File: src/tut_cfg.svh
`ifndef TUT_CFG_SVH
`define TUT_CFG_SVH

// ============================================================
// Video counter ranges
// ============================================================

// The horizontal count runs 128 to 511 and wraps back to 128
`define TUT_H_FIRST      9'd128
`define TUT_H_LAST       9'd511
// The vertical count runs 0 to 263 and steps on the horizontal wrap
`define TUT_V_LAST       9'd263

// Blanking windows, with the horizontal window inclusive at both ends
`define TUT_HBLK_LO      9'd141
`define TUT_HBLK_HI      9'd268
// Vertical blank covers rows below LO and rows at HI and above
`define TUT_VBLK_LO      9'd16
`define TUT_VBLK_HI      9'd240

// Sync pulses are active low over these inclusive ranges
`define TUT_HS_LO        9'd176
`define TUT_HS_HI        9'd207
`define TUT_VS_LO        9'd244
`define TUT_VS_HI        9'd247

// ============================================================
// Scan-out constants and CPU memory map
// ============================================================

// Pixel X is the low 8 horizontal bits minus this offset
`define TUT_PIX_OFFSET   8'd13
// Only columns below this effective X take the scroll value
`define TUT_SCROLL_COLS  8'd192

`define TUT_PAL_BASE     16'h8000
`define TUT_SCROLL_ADDR  16'h8100
`define TUT_FLIPX_ADDR   16'h8206
`define TUT_FLIPY_ADDR   16'h8207
`define TUT_OPEN_BUS     8'hFF

`endif

File: src/tut_pkg.sv
package tut_pkg;

	// Plain vector types for the widths that carry a meaning
	typedef logic [8:0]  h_cnt_t;
	typedef logic [8:0]  v_cnt_t;
	typedef logic [7:0]  pix_t;
	typedef logic [15:0] cpu_addr_t;
	typedef logic [7:0]  byte_t;
	typedef logic [14:0] vram_addr_t;
	typedef logic [3:0]  pal_idx_t;
	typedef logic [4:0]  chan_t;

	// Sixteen palette bytes, entry N sits at bits N*8+7 down to N*8
	typedef byte_t [15:0] pal_file_t;

	// One CPU access as seen on the external bus
	typedef struct packed {
		logic      we;
		logic      re;
		cpu_addr_t addr;
		byte_t     wdata;
	} cpu_bus_t;

	// Screen orientation and scroll as held by the register block
	typedef struct packed {
		logic  flip_x;
		logic  flip_y;
		byte_t scroll;
	} view_t;

	// Raw counter position with its decoded blank and sync levels
	typedef struct packed {
		h_cnt_t h_cnt;
		v_cnt_t v_cnt;
		logic   blank;
		logic   hsync_n;
		logic   vsync_n;
	} beat_t;

	// Video RAM fetch request travelling from stage 1 to stage 2
	typedef struct packed {
		vram_addr_t addr;
		logic       nib_hi;
		logic       blank;
		logic       hsync_n;
		logic       vsync_n;
	} fetch_t;

	// Fetched byte plus the context stage 3 needs to finish the pixel
	typedef struct packed {
		byte_t data;
		logic  nib_hi;
		logic  blank;
		logic  hsync_n;
		logic  vsync_n;
	} pix_ctx_t;

	typedef struct packed {
		chan_t r;
		chan_t g;
		chan_t b;
	} rgb_t;

endpackage

File: src/tut_scan_addr.sv
`include "tut_cfg.svh"

module tut_scan_addr (
	input  logic            clk_49m,
	input  logic            reset,
	input  logic            cen_6m_i,
	input  tut_pkg::beat_t  beat_i,
	input  tut_pkg::view_t  view_i,
	output tut_pkg::fetch_t fetch_o
);
	import tut_pkg::*;

	pix_t pix_x;
	pix_t eff_x;
	pix_t row;
	pix_t eff_y;
	byte_t scroll_add;

	// Pixel 0 sits at horizontal count 269, whose low byte is 13
	assign pix_x = beat_i.h_cnt[7:0] - `TUT_PIX_OFFSET;
	assign eff_x = pix_x ^ {8{view_i.flip_x}};
	assign row   = beat_i.v_cnt[7:0] ^ {8{view_i.flip_y}};

	// Scroll moves the row only in the columns below the limit
	// The right hand strip stays fixed on screen
	assign scroll_add = (eff_x < `TUT_SCROLL_COLS) ? view_i.scroll : 8'd0;
	// Wraps modulo 256 within the 256 row bitmap
	assign eff_y = row + scroll_add;

	// Two pixels share a byte, so X bit 0 picks the nibble
	always_ff @(posedge clk_49m) begin
		if (!reset) begin
			fetch_o.addr    <= '0;
			fetch_o.nib_hi  <= 1'b0;
			fetch_o.blank   <= 1'b1;
			fetch_o.hsync_n <= 1'b1;
			fetch_o.vsync_n <= 1'b1;
		end else if (cen_6m_i) begin
			fetch_o.addr    <= {eff_y, eff_x[7:1]};
			fetch_o.nib_hi  <= eff_x[0];
			fetch_o.blank   <= beat_i.blank;
			fetch_o.hsync_n <= beat_i.hsync_n;
			fetch_o.vsync_n <= beat_i.vsync_n;
		end
	end

endmodule

File: config.mk
export PLATFORM = sky130hd
export DESIGN_NAME = tut_scan_addr
export DESIGN_NICKNAME = d
export VERILOG_FILES = /design/src/tut_pkg.sv /design/src/tut_scan_addr.sv
export VERILOG_INCLUDE_DIRS = /design/src
export SDC_FILE = /design/constraint.sdc
export NUM_CORES = 1
export LEC_CHECK = 0
export BUFFER_PORTS_ARGS = -buffer_cell sky130_fd_sc_hd__clkbuf_2
export CAP_MARGIN = 20
export CORE_MARGIN = 4
export CORE_UTILIZATION = 45
export CTS_CLUSTER_SIZE = 40
export DETAILED_ROUTE_END_ITERATION = 16
export GPL_TIMING_DRIVEN = 1
export PLACE_DENSITY = 0.74
export SKIP_LAST_GASP = 1
export SYNTH_ARGS = -nofsm -noshare
export SYNTH_HDL_FRONTEND = slang
export SYNTH_SLANG_ARGS = --single-unit
File: constraint.sdc
create_clock -name clk_49m -period 3.5 [get_ports clk_49m]
set_clock_uncertainty 0.15 [all_clocks]
set_input_delay 0.7 -clock clk_49m [delete_from_list [all_inputs] [get_ports clk_49m]]
set_output_delay 0.7 -clock clk_49m [all_outputs]
set_load 0.1 [all_outputs]
==> metrics.csv <==
metric;value;unit
status;completed;
Clock power frac;14.8;%
Sequential cell area;380;µm²
Ant. Diodes;0;
CTS max path bufs;2;
Post-Syn Nets;203;
Layout Nets;267;
fillers;303;
starting density of the core;47.3;%
largest net degree at the start of global routing;27;
RR Endpoint;fetch_o[17]$_SDFFE_PN0P_;
vias post-DR;1287;
RSZ-0062 raised after global routing;no;
FFs w/ async S/R, synth;0;%
Cell Pwr Density;410;mW/mm²
Die Height;64.9;µm
Final min period;3220;ps
Netlist cell types;48;
WL final;3030;µm
Switching Fraction;46.5;%
switching pwr;0.361;mW
period utilisation layout;92.0;%
Vias/cell;4.82;
final setup vio count;0;
TritonCTS clock tree;done;
WL per Instance;11.3;µm
DR iter-0 viols;11;
residual DRC count;0;
most common cell after layout, fill and taps aside;clkbuf_2;
number of port buffers;50;
Seq pwr share;32.4;%
Placement Setup Slack;-135;ps
R2R Setup Slk;2530;ps
Worst Hold End;fetch_o[16]$_SDFFE_PN0P_;
Max-Cap Viols;0;
worst setup margin;279;ps
area of the core;0.00308;mm²
critical path startpoint category;primary input;
total die area;0.00421;mm²
GPL Wtd Cong;0.823;
max FFs per register;19;
area occupied by multi-input gates;0.00103;mm²
Avg Cell Area, Syn;9.09;µm²
Worst Reg2Reg Path Length in Cells;3;
Synth Warn #;0;
clock sink count;19;
Worst R2R Start;fetch_o[17]$_SDFFE_PN0P_;
total power;0.775;mW
DP Wirelength;2400;µm
Setup TNS;0;ps
Cell Rows;20;
worst vdd ir;0.185;mV
vias in the first global route;1157;
Critical Path Max Stage Delay;400;ps
fmax;310;MHz
CP Class;in2reg;
biggest regs;fetch_o: 19 flops;
largest register by flop count;fetch_o;
Pins Over Slew Limit;0;
Pleak;0.925;nW
CTS Buf Count;3;
antenna viol nets, final;0;
commonest cells after routing, fill and taps aside;clkbuf_2, dfxtp_1, buf_4, xnor2_1, nor2b_1;
1st-pass router iterations;4;
first-pass GRT wire length;4960;µm
worst-path cell chain;clkbuf_2 > inv_1 > ha_2 > nand2b_1 > a2bb2oi_1 > o22ai_2 > a211o_1 > o21ai_2 > and2_1 > ha_1 > fa_1 > a21o_1 > a21oi_1 > nor2b_1 > o21ai_1 > nand4_1 > o211ai_1;
ys flop type;dfxtp_1;
Final Hold Vio Count;0;
utilization after layout;61.3;%
initial antenna violation count;0;
total track usage;14.9;%
Worst setup EP type;flop;
Seq/Total Area, Yosys;26.1;%
hold path start;fetch_o[16]$_SDFFE_PN0P_;
Comb power frac;52.8;%
min-delay worst type;reg2reg;
Remaining Overflow, GRT;0;
post-CTS setup buffer count;0;
layout cells sized above 1;38.6;%
CTS Root Cell;clkbuf_4;
Hold Path Depth;2;
Reg clk slew, reported paths;110;ps
EDFF count, synth;0;
slowest CP cell;fa_1;
Slew headroom;56.9;%
measured slew at the worst slew-check pin;647;ps
Mapped Cells;160;
cell area after synthesis;0.00146;mm²
worst hold slack;333;ps
CP Data Required Time;3580;ps
die width;64.9;µm
# IOs;53;
H-tree Lvls;1;
Worst Path Max Fanout;7;
flip-flop and latch count after synthesis;19;
crit path DAT;3300;ps
P_int;0.414;mW
area grow syn2layout;29.8;%
clock latency on the worst-skew pair;300;ps
[kinds of logic after synthesis]
logic type,after synthesis,synth area share [%]
AND/OR/NAND/NOR,53,21.2
AO/OA/AOI/OAI,29,15.6
buffers and inverters,12,4.38
multiplexers,13,9.29
adder cells (fa/ha/maj),9,8.25
XOR/XNOR,25,15.0
flip-flops,19,26.1
[critical path, delay by kind of cell]
family / cells / cell delay, ps
simple gates: 4 / 440
compound gates: 8 / 1130
fa+ha+maj: 3 / 870
buf+inv: 2 / 140
[cell usage after synthesis (3+ instances only)]
master	count	area share, %
o22ai_1	3	1.3
o211a_1	3	2.1
xnor2_1	14	8.4
o21ai_0	3	1.0
o21ai_1	3	1.0
clkbuf_1	5	1.3
nand2_1	9	2.3
inv_1	3	0.77
xor2_1	11	6.6
and2_1	7	3.0
nor2_1	7	1.8
nor2b_1	13	5.6
mux2i_1	12	8.3
dfxtp_1	19	26
ha_1	8	6.9
[power groups by stage]
| stage | clock network, mW | logic [mW] | registers, mW |
|---|---|---|---|
| final | 0.115 | 0.409 | 0.251 |
| after global routing | 0.129 | 0.441 | 0.254 |
| after CTS | 0.120 | 0.410 | 0.251 |
| after detailed placement | 0 | 0.408 | 0.256 |
| after global placement | 0 | 0.404 | 0.255 |
| after floorplan | 0 | 0.155 | 0.419 |
[how the worst max path moves through the flow]
stage          startpoint                  endpoint  slack [ps]  cells after the start
2_1_floorplan  beat_i[12]  fetch_o[17]$_SDFFE_PN0P_          70                     17
3_3_place_gp   beat_i[12]  fetch_o[17]$_SDFFE_PN0P_         -80                     17
3_5_place_dp   beat_i[12]  fetch_o[17]$_SDFFE_PN0P_        -130                     17
4_1_cts        beat_i[12]  fetch_o[17]$_SDFFE_PN0P_         170                     17
5_1_grt        beat_i[12]  fetch_o[17]$_SDFFE_PN0P_          20                     16
6_report       beat_i[12]  fetch_o[17]$_SDFFE_PN0P_         280                     17
[metrics by stage]
stage / instance area [µm²] / instances
3_3_place_gp: 1840 / 263
5_1_grt: 1890 / 267
6_report: 1890 / 267
2_1_floorplan: 1460 / 160
4_1_cts: 1870 / 267
3_5_place_dp: 1840 / 263
[final cells by class]
type                            instances  area share (%)
Clock buffer                            3            1.19
Clock inverter                          1           0.398
Inverter                                4           0.795
Multi-Input combinational cell        129            54.5
Sequential cell                        19            20.1
Tap cell                               44            2.92
Timing Repair Buffer                   67            20.0
[metal layers]
metal / vias to the layer above / GRT usage [%] / part of all wire, %
li1: 681 / - / -
met1: 564 / 18.8 / 47
met2: 38 / 24.5 / 46
met3: 4 / 1.73 / 6.0
met4: 0 / 7.92 / 1.5
met5: - / 0 / 0
[timing repair]
| action | 4_1_cts | 5_1_grt |
|---|---|---|
| gates resized for setup | 0 | 4 |
| hold buffers | 0 | 0 |
| endpoints found under the setup margin | 0 | 2 |
Note: power is estimated with default switching activity, not from simulation.
