===== src/tut_cfg.svh =====
`ifndef TUT_CFG_SVH
`define TUT_CFG_SVH

// ============================================================
// Video counter ranges
// ============================================================

// The horizontal count runs 128 to 511 and wraps back to 128
`define TUT_H_FIRST      9'd128
`define TUT_H_LAST       9'd511
// The vertical count runs 0 to 263 and steps on the horizontal wrap
`define TUT_V_LAST       9'd263

// Blanking windows, with the horizontal window inclusive at both ends
`define TUT_HBLK_LO      9'd141
`define TUT_HBLK_HI      9'd268
// Vertical blank covers rows below LO and rows at HI and above
`define TUT_VBLK_LO      9'd16
`define TUT_VBLK_HI      9'd240

// Sync pulses are active low over these inclusive ranges
`define TUT_HS_LO        9'd176
`define TUT_HS_HI        9'd207
`define TUT_VS_LO        9'd244
`define TUT_VS_HI        9'd247

// ============================================================
// Scan-out constants and CPU memory map
// ============================================================

// Pixel X is the low 8 horizontal bits minus this offset
`define TUT_PIX_OFFSET   8'd13
// Only columns below this effective X take the scroll value
`define TUT_SCROLL_COLS  8'd192

`define TUT_PAL_BASE     16'h8000
`define TUT_SCROLL_ADDR  16'h8100
`define TUT_FLIPX_ADDR   16'h8206
`define TUT_FLIPY_ADDR   16'h8207
`define TUT_OPEN_BUS     8'hFF

`endif


===== src/tut_pkg.sv =====
package tut_pkg;

	// Plain vector types for the widths that carry a meaning
	typedef logic [8:0]  h_cnt_t;
	typedef logic [8:0]  v_cnt_t;
	typedef logic [7:0]  pix_t;
	typedef logic [15:0] cpu_addr_t;
	typedef logic [7:0]  byte_t;
	typedef logic [14:0] vram_addr_t;
	typedef logic [3:0]  pal_idx_t;
	typedef logic [4:0]  chan_t;

	// Sixteen palette bytes, entry N sits at bits N*8+7 down to N*8
	typedef byte_t [15:0] pal_file_t;

	// One CPU access as seen on the external bus
	typedef struct packed {
		logic      we;
		logic      re;
		cpu_addr_t addr;
		byte_t     wdata;
	} cpu_bus_t;

	// Screen orientation and scroll as held by the register block
	typedef struct packed {
		logic  flip_x;
		logic  flip_y;
		byte_t scroll;
	} view_t;

	// Raw counter position with its decoded blank and sync levels
	typedef struct packed {
		h_cnt_t h_cnt;
		v_cnt_t v_cnt;
		logic   blank;
		logic   hsync_n;
		logic   vsync_n;
	} beat_t;

	// Video RAM fetch request travelling from stage 1 to stage 2
	typedef struct packed {
		vram_addr_t addr;
		logic       nib_hi;
		logic       blank;
		logic       hsync_n;
		logic       vsync_n;
	} fetch_t;

	// Fetched byte plus the context stage 3 needs to finish the pixel
	typedef struct packed {
		byte_t data;
		logic  nib_hi;
		logic  blank;
		logic  hsync_n;
		logic  vsync_n;
	} pix_ctx_t;

	typedef struct packed {
		chan_t r;
		chan_t g;
		chan_t b;
	} rgb_t;

endpackage


===== src/tut_bus_regs.sv =====
`include "tut_cfg.svh"

module tut_bus_regs (
	input  logic                clk_49m,
	input  logic                reset,
	input  tut_pkg::cpu_bus_t   bus_i,
	input  tut_pkg::byte_t      vram_q_i,
	output logic                vram_we_o,
	output tut_pkg::vram_addr_t vram_addr_o,
	output tut_pkg::byte_t      vram_wdata_o,
	output tut_pkg::view_t      view_o,
	output tut_pkg::pal_file_t  pal_o,
	output tut_pkg::byte_t      rdata_o
);
	import tut_pkg::*;

	logic  hit_vram;
	logic  hit_pal;
	logic  hit_scroll;
	logic  rd_vram;
	byte_t rd_byte;

	// ============================================================
	// Address decode
	// ============================================================

	// Video RAM fills the lower half of the map
	assign hit_vram   = !bus_i.addr[15];
	assign hit_pal    = (bus_i.addr[15:4] == `TUT_PAL_BASE >> 4);
	assign hit_scroll = (bus_i.addr == `TUT_SCROLL_ADDR);

	// Port A of the video RAM follows the bus directly
	assign vram_we_o    = bus_i.we && hit_vram;
	assign vram_addr_o  = bus_i.addr[14:0];
	assign vram_wdata_o = bus_i.wdata;

	// Palette, scroll and the two flip bits of the main latch
	// Writes land at the edge of the strobe clock, independent of the pixel enable
	always_ff @(posedge clk_49m) begin
		if (!reset) begin
			pal_o  <= '0;
			view_o <= '0;
		end else if (bus_i.we) begin
			if (hit_pal) begin
				pal_o[bus_i.addr[3:0]] <= bus_i.wdata;
			end
			if (hit_scroll) begin
				view_o.scroll <= bus_i.wdata;
			end
			// Latch bits take data bit 0 only
			if (bus_i.addr == `TUT_FLIPX_ADDR) begin
				view_o.flip_x <= bus_i.wdata[0];
			end
			if (bus_i.addr == `TUT_FLIPY_ADDR) begin
				view_o.flip_y <= bus_i.wdata[0];
			end
		end
	end

	// ============================================================
	// Read-back
	// ============================================================

	// A read remembers whether it hit video RAM, whose byte arrives a
	// clock later from port A, or else captures the register byte now
	always_ff @(posedge clk_49m) begin
		if (!reset) begin
			rd_vram <= 1'b0;
			rd_byte <= `TUT_OPEN_BUS;
		end else if (bus_i.re) begin
			rd_vram <= hit_vram;
			if (hit_pal) begin
				rd_byte <= pal_o[bus_i.addr[3:0]];
			end else if (hit_scroll) begin
				rd_byte <= view_o.scroll;
			end else begin
				rd_byte <= `TUT_OPEN_BUS;
			end
		end
	end

	assign rdata_o = rd_vram ? vram_q_i : rd_byte;

endmodule


===== config.mk =====
export PLATFORM = sky130hd
export DESIGN_NAME = tut_bus_regs
export DESIGN_NICKNAME = d
export VERILOG_FILES = /design/src/tut_pkg.sv /design/src/tut_bus_regs.sv
export VERILOG_INCLUDE_DIRS = /design/src
export SDC_FILE = /design/constraint.sdc
export NUM_CORES = 1
export LEC_CHECK = 0
export CAP_MARGIN = 20
export CORE_MARGIN = 2
export CORE_UTILIZATION = 30
export DETAILED_ROUTE_END_ITERATION = 16
export DONT_BUFFER_PORTS = 1
export PLACE_DENSITY_LB_ADDON = 0.05
export REMOVE_ABC_BUFFERS = 1
export SETUP_SLACK_MARGIN = 0.3
export SYNTH_ARGS = -nofsm -noshare
export SYNTH_HDL_FRONTEND = slang
export SYNTH_SLANG_ARGS = --single-unit

===== constraint.sdc =====
create_clock -name clk_49m -period 1.95 [get_ports clk_49m]
set_input_delay 0.0975 -clock clk_49m [delete_from_list [all_inputs] [get_ports clk_49m]]
set_output_delay 0.0975 -clock clk_49m [all_outputs]
set_load 0.01 [all_outputs]

==> impl_metrics.ini <==
[floorplan]
start_util_pct = 30.3
coreArea_sq_mm = 0.0233
io_pins = 206
rows = 56
die_h_um = 157
die-area_sq_mm = 0.0248
die_w_um = 157

[layout]
syn_to_final_growth_pct = 20.3
utilization_pct = 36.5
num-fill-cells = 2429
ff_latch_area_sq_mm = 0.00297
design_area_sq_mm = 0.00849
layout.nets = 757
final_common_cell = dfxtp_1
multi_input_area_sq_mm = 0.00376
layout-drive-gt1-share_pct = 23.0
num_antenna_cells = 0
layout_common_cells = dfxtp_1 (131), nand2_1 (107), mux2i_1 (101)

[grt]
overflow = 0
grt_pass1_vias = 5725
grt_max_degree = 75
antenna_found_initial = 0
grt_pass1_wl_um = 40000
groute.usage.overall_pct = 22.8

[routing]
viasPerCell = 5.32
wirelength_um = 27700
dr.pass1.iters = 5
drcViolationCount = 0
vias = 5607
wire_per_inst_um = 26.3
ant_nets = 0
drtIter0Drc = 389

[worst_hold_path]
min_from = bus_i[10]
whs_path_depth = 2
hold_class = input port to flip-flop
hold_end = rd_byte[3]

[setup_path]
criticalPathCategory = flip-flop to flip-flop
r2r-start = pal_o[75]
rrSetupSlack_ps = 290
rr_worst_depth = 4
cp_max_fo = 3
rr_endpoint = rd_byte[3]
worstSetupEndpointType = flip-flop
required_ps = 2250
worstPathArrival_ps = 1960
start_kind = flip-flop

[power_and_ir_drop]
powerDensity_mw_per_mm2 = 793
ir_drop_uv = 462
p_clk_share_pct = 50.2
switching_power_w = 0.00163
switching_share_pct = 24.1
p_total_w = 0.00673
intPower_w = 0.00511
power_leakage_nw = 3.19
p_comb_share_pct = 4.9
seqPwrFrac_pct = 44.9

[clock_network]
htree_levels = 4
clock_latency_ps = 420
tritoncts = done
cts.sinks = 147
ctsLongestPathBuffers = 2
cts_buffers = 17
cts_hold_buffers = 43
cts-root-buf = clkbuf_16
clkSlewWorstSetupHoldPaths_ps = 70

[sta]
hold_slack_ps = -83.0
finalSetupViolCount = 0
fmax_mhz = 603
rsz0062_at_grt = true
tns_ps = 0
worstMarginPinSlew_ps = 708
period_share_pct = 85.1
layout_setup_ws_ps = 291
slew_violations = 0
relSlewSlack_pct = 52.7
hold_violations = 7
period_minus_slack_ps = 1660
skew_ps = 11.7

[place]
hpwl_um = 17400
gp_congestion = 0.778
place.port_buffers = 0
place_ws_ps = -245
place_area_sq_mm = 0.00727

[logic_synthesis]
synth_warnings = 0
synth_edf_count = 0
synth_area_per_cell_sq_um = 10.0
ys_seq_elements = 147
synth_cell_type_count = 45
synth.top_cell.area_share_pct = 41.7
ys_seq_area_share_pct = 41.7
syn_area_sq_mm = 0.00706
syn_inst = 706
synth_flop_cell = dfxtp_1
synth_top_area_cell = dfxtp_1
synthArstFlopShare_pct = 0
synth_area_leaders = dfxtp_1 (42%), mux2i_1 (14%), mux4_2 (9.6%)

[outcome]
status = complete, but fails checks
violations = negative hold slack

[job]
maxCapViolations = 0
-- cells in the mapped netlist, types with 2 or more instances --
cell type / instances
dfxtp_1: 147
nand2_1: 107
mux2i_1: 101
a21oi_1: 48
o21ai_0: 48
nand3_1: 34
clkbuf_1: 32
mux4_2: 30
buf_4: 28
buf_2: 21
mux2_2: 16
nand4_1: 11
nor2b_1: 10
nor3b_1: 9
o31ai_1: 8
nand3_2: 7
a2111oi_0: 6
buf_6: 4
nor2_1: 4
inv_1: 3
nor3_4: 3
and4_2: 2
nand2b_1: 2
nor2_2: 2
nor4_1: 2
nor4b_1: 2
-- state kept, by name, summed over array words and instances (netlist names) --
name	cells
view_o	10
rd_byte	8
rd_vram	1
pal_o	128
-- cell type report --
class | count | share of cell area [%]
clock buffers | 20 | 5.38
clock inverters | 12 | 1.72
well taps | 319 | 4.70
multi-input cells | 470 | 44.3
inverters | 3 | 0.133
repair buffers | 82 | 8.90
flip-flops and latches | 147 | 34.9
-- worst max path at each step --
stage | cells after the start | startpoint | to | slack, ps
finish | 4 | pal_o[75] | rd_byte[3] | 290
global route | 4 | pal_o[79] | rd_byte[7] | 240
CTS | 4 | pal_o[75] | rd_byte[3] | 280
detailed placement | 4 | pal_o[75] | rd_byte[3] | -250
global placement | 4 | pal_o[75] | rd_byte[3] | -290
floorplan | 4 | bus_i[15] | pal_o[16] | 220
-- metrics by stage --
step	cells	hold slack, ps
after global placement	977	195
after global routing	1053	-87.0
after detailed placement	977	195
after floorplan	620	192
final	1053	-83.0
after CTS	1052	-98.3
-- metal layers --
metal | wire [um] | part of all wire (%) | track usage (%) | vias up
li1 | - | - | - | 2548
met1 | 11600 | 42 | 28.6 | 2826
met2 | 13700 | 49 | 38.4 | 211
met3 | 1980 | 7.1 | 6.44 | 22
met4 | 437 | 1.6 | 5.89 | 0
met5 | 0 | 0 | 0 | -
-- cell families (layout without fill, tap and decap cells) --
kind of cell           after synthesis  in the layout  share of synthesized area (%)
AND/OR/NAND/NOR                    207            207                           15.7
multiplexers                       147            147                           26.4
buffers and inverters               89            117                           7.02
AO/OA/AOI/OAI                      116            116                           9.13
flip-flops                         147            147                           41.7
-- critical path, cell delays in order (launching register included) --
cell and delay [ps]:
dfxtp_4 360, mux4_2 530, nor2b_4 160, a2111oi_4 390, o31ai_1 100
-- power groups by stage --
stage,sequential [W],combinational (W),clock (W)
after floorplan,0.00308,0.000154,0
after global placement,0.00309,0.000238,0
after detailed placement,0.00309,0.000240,0
after CTS,0.00302,0.000333,0.00349
after global routing,0.00302,0.000354,0.00362
final,0.00302,0.000332,0.00338
-- repair_timing --
item,in CTS,in global routing
hold endpoints to repair,147,7
gates resized for setup,21,27
endpoints found under the setup margin,7,10
pin swaps,4,9
buffers inserted,0,1
No activity file was read; power rests on OpenSTA's default activity.
