<file path="config.mk">
export PLATFORM = sky130hd
export DESIGN_NAME = tut_video_timing
export DESIGN_NICKNAME = d
export VERILOG_FILES = /design/src/tut_pkg.sv /design/src/tut_video_timing.sv
export VERILOG_INCLUDE_DIRS = /design/src
export SDC_FILE = /design/constraint.sdc
export NUM_CORES = 1
export LEC_CHECK = 0
export BUFFER_PORTS_ARGS = -buffer_cell sky130_fd_sc_hd__buf_2
export CAP_MARGIN = 20
export CORE_UTILIZATION = 56
export CTS_CLUSTER_DIAMETER = 150
export DETAILED_ROUTE_END_ITERATION = 7
export GPL_TIMING_DRIVEN = 0
export PLACE_DENSITY = 0.9
export SETUP_SLACK_MARGIN = 0.2
export SYNTH_ARGS = -nofsm -noshare
export SYNTH_HDL_FRONTEND = slang
export SYNTH_SLANG_ARGS = --single-unit
</file>
<file path="constraint.sdc">
create_clock -name clk_49m -period 3.7 [get_ports clk_49m]
set_input_delay 0.185 -clock clk_49m [delete_from_list [all_inputs] [get_ports clk_49m]]
set_output_delay 0.185 -clock clk_49m [all_outputs]
set_load 0.01 [all_outputs]
</file>
<file path="src/tut_cfg.svh">
`ifndef TUT_CFG_SVH
`define TUT_CFG_SVH

// ============================================================
// Video counter ranges
// ============================================================

// The horizontal count runs 128 to 511 and wraps back to 128
`define TUT_H_FIRST      9'd128
`define TUT_H_LAST       9'd511
// The vertical count runs 0 to 263 and steps on the horizontal wrap
`define TUT_V_LAST       9'd263

// Blanking windows, with the horizontal window inclusive at both ends
`define TUT_HBLK_LO      9'd141
`define TUT_HBLK_HI      9'd268
// Vertical blank covers rows below LO and rows at HI and above
`define TUT_VBLK_LO      9'd16
`define TUT_VBLK_HI      9'd240

// Sync pulses are active low over these inclusive ranges
`define TUT_HS_LO        9'd176
`define TUT_HS_HI        9'd207
`define TUT_VS_LO        9'd244
`define TUT_VS_HI        9'd247

// ============================================================
// Scan-out constants and CPU memory map
// ============================================================

// Pixel X is the low 8 horizontal bits minus this offset
`define TUT_PIX_OFFSET   8'd13
// Only columns below this effective X take the scroll value
`define TUT_SCROLL_COLS  8'd192

`define TUT_PAL_BASE     16'h8000
`define TUT_SCROLL_ADDR  16'h8100
`define TUT_FLIPX_ADDR   16'h8206
`define TUT_FLIPY_ADDR   16'h8207
`define TUT_OPEN_BUS     8'hFF

`endif

</file>
<file path="src/tut_pkg.sv">
package tut_pkg;

	// Plain vector types for the widths that carry a meaning
	typedef logic [8:0]  h_cnt_t;
	typedef logic [8:0]  v_cnt_t;
	typedef logic [7:0]  pix_t;
	typedef logic [15:0] cpu_addr_t;
	typedef logic [7:0]  byte_t;
	typedef logic [14:0] vram_addr_t;
	typedef logic [3:0]  pal_idx_t;
	typedef logic [4:0]  chan_t;

	// Sixteen palette bytes, entry N sits at bits N*8+7 down to N*8
	typedef byte_t [15:0] pal_file_t;

	// One CPU access as seen on the external bus
	typedef struct packed {
		logic      we;
		logic      re;
		cpu_addr_t addr;
		byte_t     wdata;
	} cpu_bus_t;

	// Screen orientation and scroll as held by the register block
	typedef struct packed {
		logic  flip_x;
		logic  flip_y;
		byte_t scroll;
	} view_t;

	// Raw counter position with its decoded blank and sync levels
	typedef struct packed {
		h_cnt_t h_cnt;
		v_cnt_t v_cnt;
		logic   blank;
		logic   hsync_n;
		logic   vsync_n;
	} beat_t;

	// Video RAM fetch request travelling from stage 1 to stage 2
	typedef struct packed {
		vram_addr_t addr;
		logic       nib_hi;
		logic       blank;
		logic       hsync_n;
		logic       vsync_n;
	} fetch_t;

	// Fetched byte plus the context stage 3 needs to finish the pixel
	typedef struct packed {
		byte_t data;
		logic  nib_hi;
		logic  blank;
		logic  hsync_n;
		logic  vsync_n;
	} pix_ctx_t;

	typedef struct packed {
		chan_t r;
		chan_t g;
		chan_t b;
	} rgb_t;

endpackage

</file>
<file path="src/tut_video_timing.sv">
`include "tut_cfg.svh"

module tut_video_timing (
	input  logic           clk_49m,
	input  logic           reset,
	output logic           cen_6m_o,
	output tut_pkg::beat_t beat_o
);
	import tut_pkg::*;

	logic [2:0] div;
	h_cnt_t     h_next;
	v_cnt_t     v_next;
	logic       hblk_next;
	logic       vblk_next;

	// Free running divide by eight of the 49.152 MHz clock
	// Reset clears it so the first enable lands right after release
	always_ff @(posedge clk_49m) begin
		if (!reset) begin
			div <= 3'd0;
		end else begin
			div <= div + 3'd1;
		end
	end

	assign cen_6m_o = (div == 3'd0);

	// Next counter position, the vertical count steps on the line wrap
	always_comb begin
		h_next = beat_o.h_cnt + 9'd1;
		v_next = beat_o.v_cnt;
		if (beat_o.h_cnt == `TUT_H_LAST) begin
			h_next = `TUT_H_FIRST;
			if (beat_o.v_cnt == `TUT_V_LAST) begin
				v_next = '0;
			end else begin
				v_next = beat_o.v_cnt + 9'd1;
			end
		end
	end

	// Blank windows decoded from the next position
	assign hblk_next = (h_next >= `TUT_HBLK_LO) && (h_next <= `TUT_HBLK_HI);
	assign vblk_next = (v_next < `TUT_VBLK_LO) || (v_next >= `TUT_VBLK_HI);

	// The flags are loaded together with the counters they describe,
	// so every beat carries a count and its own decoded levels
	always_ff @(posedge clk_49m) begin
		if (!reset) begin
			beat_o.h_cnt   <= `TUT_H_FIRST;
			beat_o.v_cnt   <= '0;
			// Row 0 lies in vertical blank
			beat_o.blank   <= 1'b1;
			beat_o.hsync_n <= 1'b1;
			beat_o.vsync_n <= 1'b1;
		end else if (cen_6m_o) begin
			beat_o.h_cnt   <= h_next;
			beat_o.v_cnt   <= v_next;
			beat_o.blank   <= hblk_next | vblk_next;
			beat_o.hsync_n <= !((h_next >= `TUT_HS_LO) && (h_next <= `TUT_HS_HI));
			beat_o.vsync_n <= !((v_next >= `TUT_VS_LO) && (v_next <= `TUT_VS_HI));
		end
	end

endmodule

</file>
==> results of run 1 <==
## flip-flops by register name, indices dropped and copies added, names as in the netlist
name	cells
div	3
beat_o	21
## worst max-delay path: stages (launching register included)
cell and delay, ns:
dfxtp_1 0.49, ha_1 0.30, and3_1 0.17, clkbuf_2 0.16, and3_1 0.21, and3_1 0.18
ha_1 0.13, buf_2 0.19, nand4_1 0.26, nor3_1 0.35, xnor2_1 0.19, o21bai_2 0.08
nand4b_1 0.18, o21a_1 0.12
## final cells by class
cell class | count | share of cell area
buffer | 14 | 0.0364
clock buffer | 3 | 0.0128
clock inverter | 1 | 0.0171
inverter | 5 | 0.0107
multi-input combinational | 160 | 0.562
sequential | 24 | 0.274
tap | 30 | 0.0214
timing repair buffer | 23 | 0.0656
## logic make-up after synthesis
logic type,synth area share
AOI/OAI and AO/OA,0.176
DFF,0.310
and+or+nand+nor,0.362
buffers and inverters,0.0533
muxes,0.0129
xor gates and xnor gates,0.0452
adders and majority gates,0.0404
## layer usage
layer  track usage  vias to the layer above  part of all wire
met2         0.432                       48              0.46
met1         0.317                      722              0.47
met4         0.103                        0             0.015
li1              -                      777                 -
met5             0                        -                 0
met3        0.0444                        5             0.054
## how the worst max path moves through the flow
stage / cells past startpoint / endpoint / slack [ns]
floorplan: 13 / beat_o[0] / 0.97
global placement: 13 / beat_o[2] / 0.67
detailed placement: 13 / beat_o[0] / 0.62
CTS: 13 / beat_o[0] / 0.61
global route: 13 / beat_o[2] / 0.32
finish: 13 / beat_o[0] / 0.59
## cells in the mapped netlist, types with 6 or more instances
cell type	n
dfxtp_1	24
nand2_1	20
a21oi_1	13
nor2_1	11
nor2b_1	11
nor3_1	11
o21ai_0	11
and2_1	8
clkbuf_1	7
nor4_1	7
xnor2_1	6
## power by group
part / internal, mW / total (mW) / switching (mW)
clock network: 0.110 / 0.193 / 0.0836
registers: 0.266 / 0.274 / 0.00870
logic: 0.0244 / 0.0690 / 0.0446
## stage by stage
stage / worst slack (ns) / instances / cell area (um2)
after detailed placement: 0.625 / 256 / 1700
after floorplan: 0.967 / 203 / 1550
final: 0.594 / 260 / 1750
after CTS: 0.606 / 260 / 1750
after global routing: 0.319 / 260 / 1750
after global placement: 0.673 / 256 / 1700
==> flow_summary.ini, run 1 <==
[timing]
min_period_over_period = 0.839
setup-violations-final = 0
hold_viol = 0
timing.fmax_ghz = 0.322
max_slew_margin = 0.678
fin_skew_ns = 0.0122
worstMarginPinSlew_ns = 0.483
final_max_slew_viol_count = 0
tns_ns = 0
holdWs_ns = 0.156
period_needed_ns = 3.11
rsz0062_at_grt = no

[yosys]
synth_seq_area_share = 0.310
synth_cells = 203
synthArstFlopShare = 0
yosysTopAreaCellShare = 0.310
synth_area_leaders = dfxtp_1 (31%), nand2_1 (4.8%), nor2b_1 (4.4%)
ys_seq_elements = 24
yosys.area.top_type = dfxtp_1
synth_cell_types = 42
netlist_area_um2 = 1550
yosys_warnings = 0
yosys_most_used_dff = dfxtp_1
synth_edf_count = 0
syn_area_per_cell_um2 = 7.63
syn_nets = 210

[setup_path]
critPathLaunch = beat_o[12]
r2r_cells = 13
arrival_ns = 3.36
critPathMaxFanout = 10
path_class = flop to flop
rrSetupSlack_ns = 0.59
r2r-end = beat_o[0]
rr_startpoint = beat_o[12]
cp-end-kind = flop
startpoint_type = flop
cp.required_ns = 3.95

[floorplanning]
rows = 18
dieWidth_um = 54.6
initial_utilization = 0.609
die_h_um = 54.6
core_um2 = 2540
boundaryPins = 24
die_area_um2 = 2980

[grt]
overflow = 0
antenna_found_initial = 0
grt_max_degree = 15
track_usage = 0.256
grt_pass1_vias = 1252
grt_pass1_wl_um = 5400

[clock_network]
clock-root-buffer = clkbuf_4
cts_buffers = 3
clockBufferDepth = 2
htreeDepth = 1
post_cts_resized = 0
cts_setup_buffers = 0
path_clk_slew_ns = 0.14
clkLatencyLatePin_ns = 0.34
cts_tree = built
cts_num_sinks = 24
ctsHoldBuffers = 0

[detailed_routing]
wl_per_cell_um = 13.5
num_vias = 1552
totalWireLength_um = 3510
firstDrtPassIters = 4
antenna_left = 0
drc = 0
via_per_inst = 5.97
drt_iter0_drc = 39

[worst_hold_path]
hold_start = reset
holdCritPathClass = primary input to flop
hold_depth = 2
min_to = beat_o[8]

[finish]
fin_nets = 238
layout_commonest_cell = buf_2
final_cell_mix = buf_2 (28), dfxtp_1 (24), nand2_1 (20), a21oi_1 (13)
drive_above_1_share = 0.161
multiInputGateArea_um2 = 986
seqCellArea_um2 = 480
area_growth_pct = 13.2
antennaDiodeCount = 0
fill_cells = 232
fin_util = 0.689

[power]
leakagePower_nw = 0.720
vdd_drop_max_v = 0.000303
power_mw = 0.537
p_per_area_nw_per_um2 = 306

[place]
port-buffer-count = 23
dp.final_hpwl_um = 2570
gp_congestion = 0.867

[flow_run]
drv_cap = 0

[status]
outcome = finished clean
Power figures use the tool's default switching activity.
==> inputs of run 2 (changes only) <==
CORE_UTILIZATION = 50   (was 56)
PLACE_DENSITY = 0.85   (was 0.9)
clock period = 2.5 ns   (was 3.7 ns; I/O delays follow)
==> run 2 against run 1 <==
Effect of this change: combinational power increased by 110%; die area increased by 12%; register-to-register slack got worse by 0.66 ns; critical path depth unchanged; flip-flop and latch count unchanged; worst setup slack got worse by 0.66 ns; cell count increased by 7.7%; non-clock buffer count increased by 19; the flow now finishes with violations (design-rule violations, negative setup slack); total power increased by 36%; routed wire length increased by 40%; count of clock-buffer cells in the layout unchanged; global-route usage increased by 0.96 points.
==> flow_summary.ini, run 2 (same netlist as run 1, synthesis figures left out) <==
[status]
outcome = finished, violations left
violations = design-rule violations, negative setup slack

[setup_path]
startpoint_type = flop
rr_startpoint = beat_o[12]
cp.required_ns = 2.77
arrival_ns = 2.83
critPathLaunch = beat_o[12]
slowest_stage = nor4bb_1
critPathMaxStageDelay_ns = 0.41
critPathMaxFanout = 7
cp-end-kind = flop
worstPathCellList = ha_4 -> and3_4 -> buf_8 -> and3_4 -> and3_4 -> ha_4 -> buf_8 -> buf_4 -> buf_6 -> buf_8 -> nor4bb_1 -> mux2i_1 -> o21ai_1
path_class = flop to flop
path_delay_family = simple AND/OR/NAND/NOR gates
path_buf_inv = 5

[detailed_routing]
wl_met1_um = 2090
via_per_inst = 6.22
totalWireLength_um = 4900
drc = 3
wl_met3_um = 377
top_layer = met4
num_vias = 1742
met2_length_um = 2350
wl_per_cell_um = 17.5
firstDrtPassIters = 6
antenna_left = 0
drt_iter0_drc = 131

[timing]
period_needed_ns = 2.57
hold_viol = 0
fin_ws_ns = -0.0680
rsz0062_at_grt = yes
min_period_over_period = 1.03
fin_skew_ns = 0.00665
max_slew_margin = 0.561
tns_ns = -0.0719
final_max_slew_viol_count = 0
timing.fmax_ghz = 0.389
holdWs_ns = 0.107
worstMarginPinSlew_ns = 0.659
setup-violations-final = 2

[grt]
antenna_found_initial = 0
grt_pass1_wl_um = 6880
grt_max_degree = 14
grt_pass1_vias = 1416
track_usage = 0.265
overflow = 0

[finish]
drive_above_1_share = 0.365
antennaDiodeCount = 0
layout_commonest_cell = buf_2
largest_register_ffs = 21
reg_top3 = beat_o (21), div (3)
largest_register = beat_o
area_growth_pct = 40.1
fin_area_um2 = 2170
fin_nets = 257
final_cell_mix = buf_2 (27), dfxtp_1 (20), nand2_1 (19), buf_4 (16), nor2b_1 (11)

[worst_hold_path]
hold_start = reset
holdCritPathClass = primary input to flop

[floorplanning]
boundaryPins = 24
dieWidth_um = 57.7
core_um2 = 2850
rows = 19
die_area_um2 = 3320
die_h_um = 57.7
initial_utilization = 0.543

[place]
place_ws_ns = -0.117
port-buffer-count = 23
gp_congestion = 0.888
place_area_um2 = 1780
dp.final_hpwl_um = 2580

[clock_network]
cts_tree = built
ctsHoldBuffers = 0
clockBufferDepth = 2
clkLatencyLatePin_ns = 0.33
htreeDepth = 1
path_clk_slew_ns = 0.14
cts_num_sinks = 24
cts_buffers = 3
clock-root-buffer = clkbuf_4

[power]
leakagePower_nw = 0.883
p_per_area_nw_per_um2 = 337
vdd_drop_max_v = 0.000347

[flow_run]
drv_cap = 0
[run 2: timing repair]
| item | CTS | global route |
|---|---|---|
| gates cloned | 0 | 1 |
| resized for setup | 16 | 37 |
| buffers inserted | 10 | 8 |
| setup endpoints to repair | 14 | 15 |
| pin swaps | 7 | 15 |
[run 2: metrics by stage]
step           total power [mW]  std cells   util
3_5_place_dp              0.522        257  0.624
3_3_place_gp              0.519        257  0.624
4_1_cts                   0.703        271  0.678
6_report                  0.732        280  0.761
5_1_grt                   0.767        280  0.761
2_1_floorplan             0.487        203      -
[run 2: cell type report]
type	count	area [um2]
Tap cell	31	38.8
Timing Repair Buffer	42	283
Fill cell	197	682
Clock inverter	1	3.75
Buffer	14	100
Inverter	5	18.8
Multi-Input combinational cell	160	1210
Sequential cell	24	490
Clock buffer	3	22.5
[run 2: worst paths after layout]
check / slack (ns) / end / cells past startpoint
worst max-delay path: -0.07 / beat_o[2] / 13
worst min-delay path: 0.11 / beat_o[8] / 2
worst max register to register: -0.07 / beat_o[2] / 13
worst min register to register: 0.47 / div[0] / 1
[run 2: power breakdown]
group          total [mW]  internal (mW)  switching (mW)
registers           0.404          0.394         0.00913
clock network       0.182         0.0587           0.123
logic               0.147         0.0540          0.0927
[run 2: routing by layer]
metal  track usage  vias to the layer above
li1              -                      817
met2         0.434                       88
met1         0.374                      825
met4        0.0408                        0
met5             0                        -
met3        0.0513                       12
==> inputs of run 3 (changes only) <==
CORE_ASPECT_RATIO = 2   (was default)
==> run 3 against run 2 <==
Effect of this change: the flow finishes with violations (negative setup slack); combinational power shrank 8%; clock skew decreased by 0.0034 ns; clock power is 30% higher; sequential share of layout area increased by 1.1 points; via count fell by 2.4%; count of clock-buffer cells in the layout is the same; critical path depth increased by 1; total power is 5.6% higher; first-iteration DRC count is 53% lower; global-route usage up 2.6 points; final area fell by 4.6%; worst setup slack improved by 0.059 ns.
==> flow_summary.ini, run 3 (same netlist as run 1, synthesis figures left out) <==
[timing]
max_slew_margin = 0.516
fin_skew_ns = 0.00324
min_period_over_period = 1.00
timing.fmax_ghz = 0.399
setup-violations-final = 1
final_max_slew_viol_count = 0
rsz0062_at_grt = yes
worstMarginPinSlew_ns = 0.727
hold_viol = 0
period_needed_ns = 2.51
holdWs_ns = 0.178
fin_ws_ns = -0.00853

[clock_network]
ctsHoldBuffers = 0
clock-root-buffer = clkbuf_8
cts_num_sinks = 24
clockBufferDepth = 2
cts_tree = built
clkLatencyLatePin_ns = 0.27
htreeDepth = 1
path_clk_slew_ns = 0.09
cts_buffers = 3

[floorplanning]
core_um2 = 2940
rows = 28
boundaryPins = 24
dieWidth_um = 41.4
initial_utilization = 0.526
die_area_um2 = 3340
die_h_um = 80.7

[grt]
track_usage = 0.291
antenna_found_initial = 0
grt_pass1_vias = 1556
overflow = 0
grt_max_degree = 14
grt_pass1_wl_um = 6780

[flow_run]
drv_cap = 0

[finish]
fin_area_um2 = 2070
layout_commonest_cell = buf_2
drive_above_1_share = 0.322
fin_nets = 253
fin_util = 0.704
final_cell_mix = buf_2 (27), dfxtp_1 (20), nand2_1 (19), buf_4 (14), a21oi_1 (12)
reg_top3 = beat_o (21), div (3)
area_growth_pct = 33.7
largest_register_ffs = 21
antennaDiodeCount = 0
largest_register = beat_o

[detailed_routing]
via_per_inst = 6.19
totalWireLength_um = 4550
drt_iter0_drc = 61
firstDrtPassIters = 4
num_vias = 1701
drc = 0
wl_per_cell_um = 16.6
antenna_left = 0

[setup_path]
rrSetupSlack_ns = -0.009
cp-end-kind = flop
critPathLaunch = beat_o[13]
critPathMaxFanout = 6
path_class = flop to flop
arrival_ns = 2.68
startpoint_type = flop
r2r-end = beat_o[0]
r2r_cells = 14
worstSetupEndpoint = beat_o[0]
cp.required_ns = 2.67
rr_startpoint = beat_o[13]

[place]
dp.final_hpwl_um = 2820
gp_congestion = 0.789
port-buffer-count = 23
place_area_um2 = 1780

[power]
p_per_area_nw_per_um2 = 373
power_mw = 0.773
leakagePower_nw = 0.850
vdd_drop_max_v = 0.000362

[status]
outcome = finished, violations left
violations = negative setup slack

[worst_hold_path]
holdCritPathClass = primary input to flop
[run 3: what timing repair did]
action,CTS,global route
resized for setup,21,16
endpoints found under the hold margin,0,0
endpoints found under the setup margin,12,15
gates cloned,0,0
pin swaps,5,13
setup buffers,12,3
[run 3: how the worst min path moves through the flow]
stage	from	endpoint	slack, ns	depth (start not counted)
floorplan	reset	beat_o[8]	0.28	1
detailed placement	div[0]	div[0]	0.45	1
global route	reset	beat_o[8]	0.18	2
finish	reset	beat_o[8]	0.18	2
CTS	reset	beat_o[8]	0.17	2
global placement	reset	beat_o[8]	0.44	2
[run 3: cell type report]
cell class	instances	area, um2
multi-input combinational	160	1140
buffer	14	104
fill	237	872
timing repair buffer	38	231
tap	30	37.5
sequential	24	490
inverter	5	18.8
clock buffer	3	41.3
clock inverter	1	3.75
[run 3: worst max-delay path: stages, from the launching register on]
cell and delay (ns):
dfxtp_4 0.37, ha_4 0.13, and3_4 0.19, buf_8 0.09, and3_4 0.18, and3_4 0.19
ha_4 0.12, buf_8 0.11, nand4_1 0.21, buf_4 0.23, o22ai_1 0.10, a21oi_1 0.07
a2bb2oi_2 0.17, nand4b_1 0.12, o21a_1 0.12
[run 3: layer usage]
| layer | routed length (um) | track usage |
|---|---|---|
| met3 | 169 | 0.0276 |
| met5 | 0 | 0 |
| met2 | 2680 | 0.559 |
| met4 | 45 | 0.119 |
| met1 | 1660 | 0.275 |
[run 3: where the power goes]
part | switching [mW] | leakage, nW | internal [mW]
clock network | 0.126 | 0.0231 | 0.110
registers | 0.00862 | 0.197 | 0.394
logic | 0.0852 | 0.630 | 0.0497
[run 3: through the flow]
step	cells	setup TNS (ns)	worst slack [ns]
finish	275	-0.00853	-0.00853
global route	275	-0.130	-0.0790
CTS	272	0	0.0166
detailed placement	256	-0.241	-0.130
global placement	256	-0.251	-0.130
floorplan	203	0	0.0894
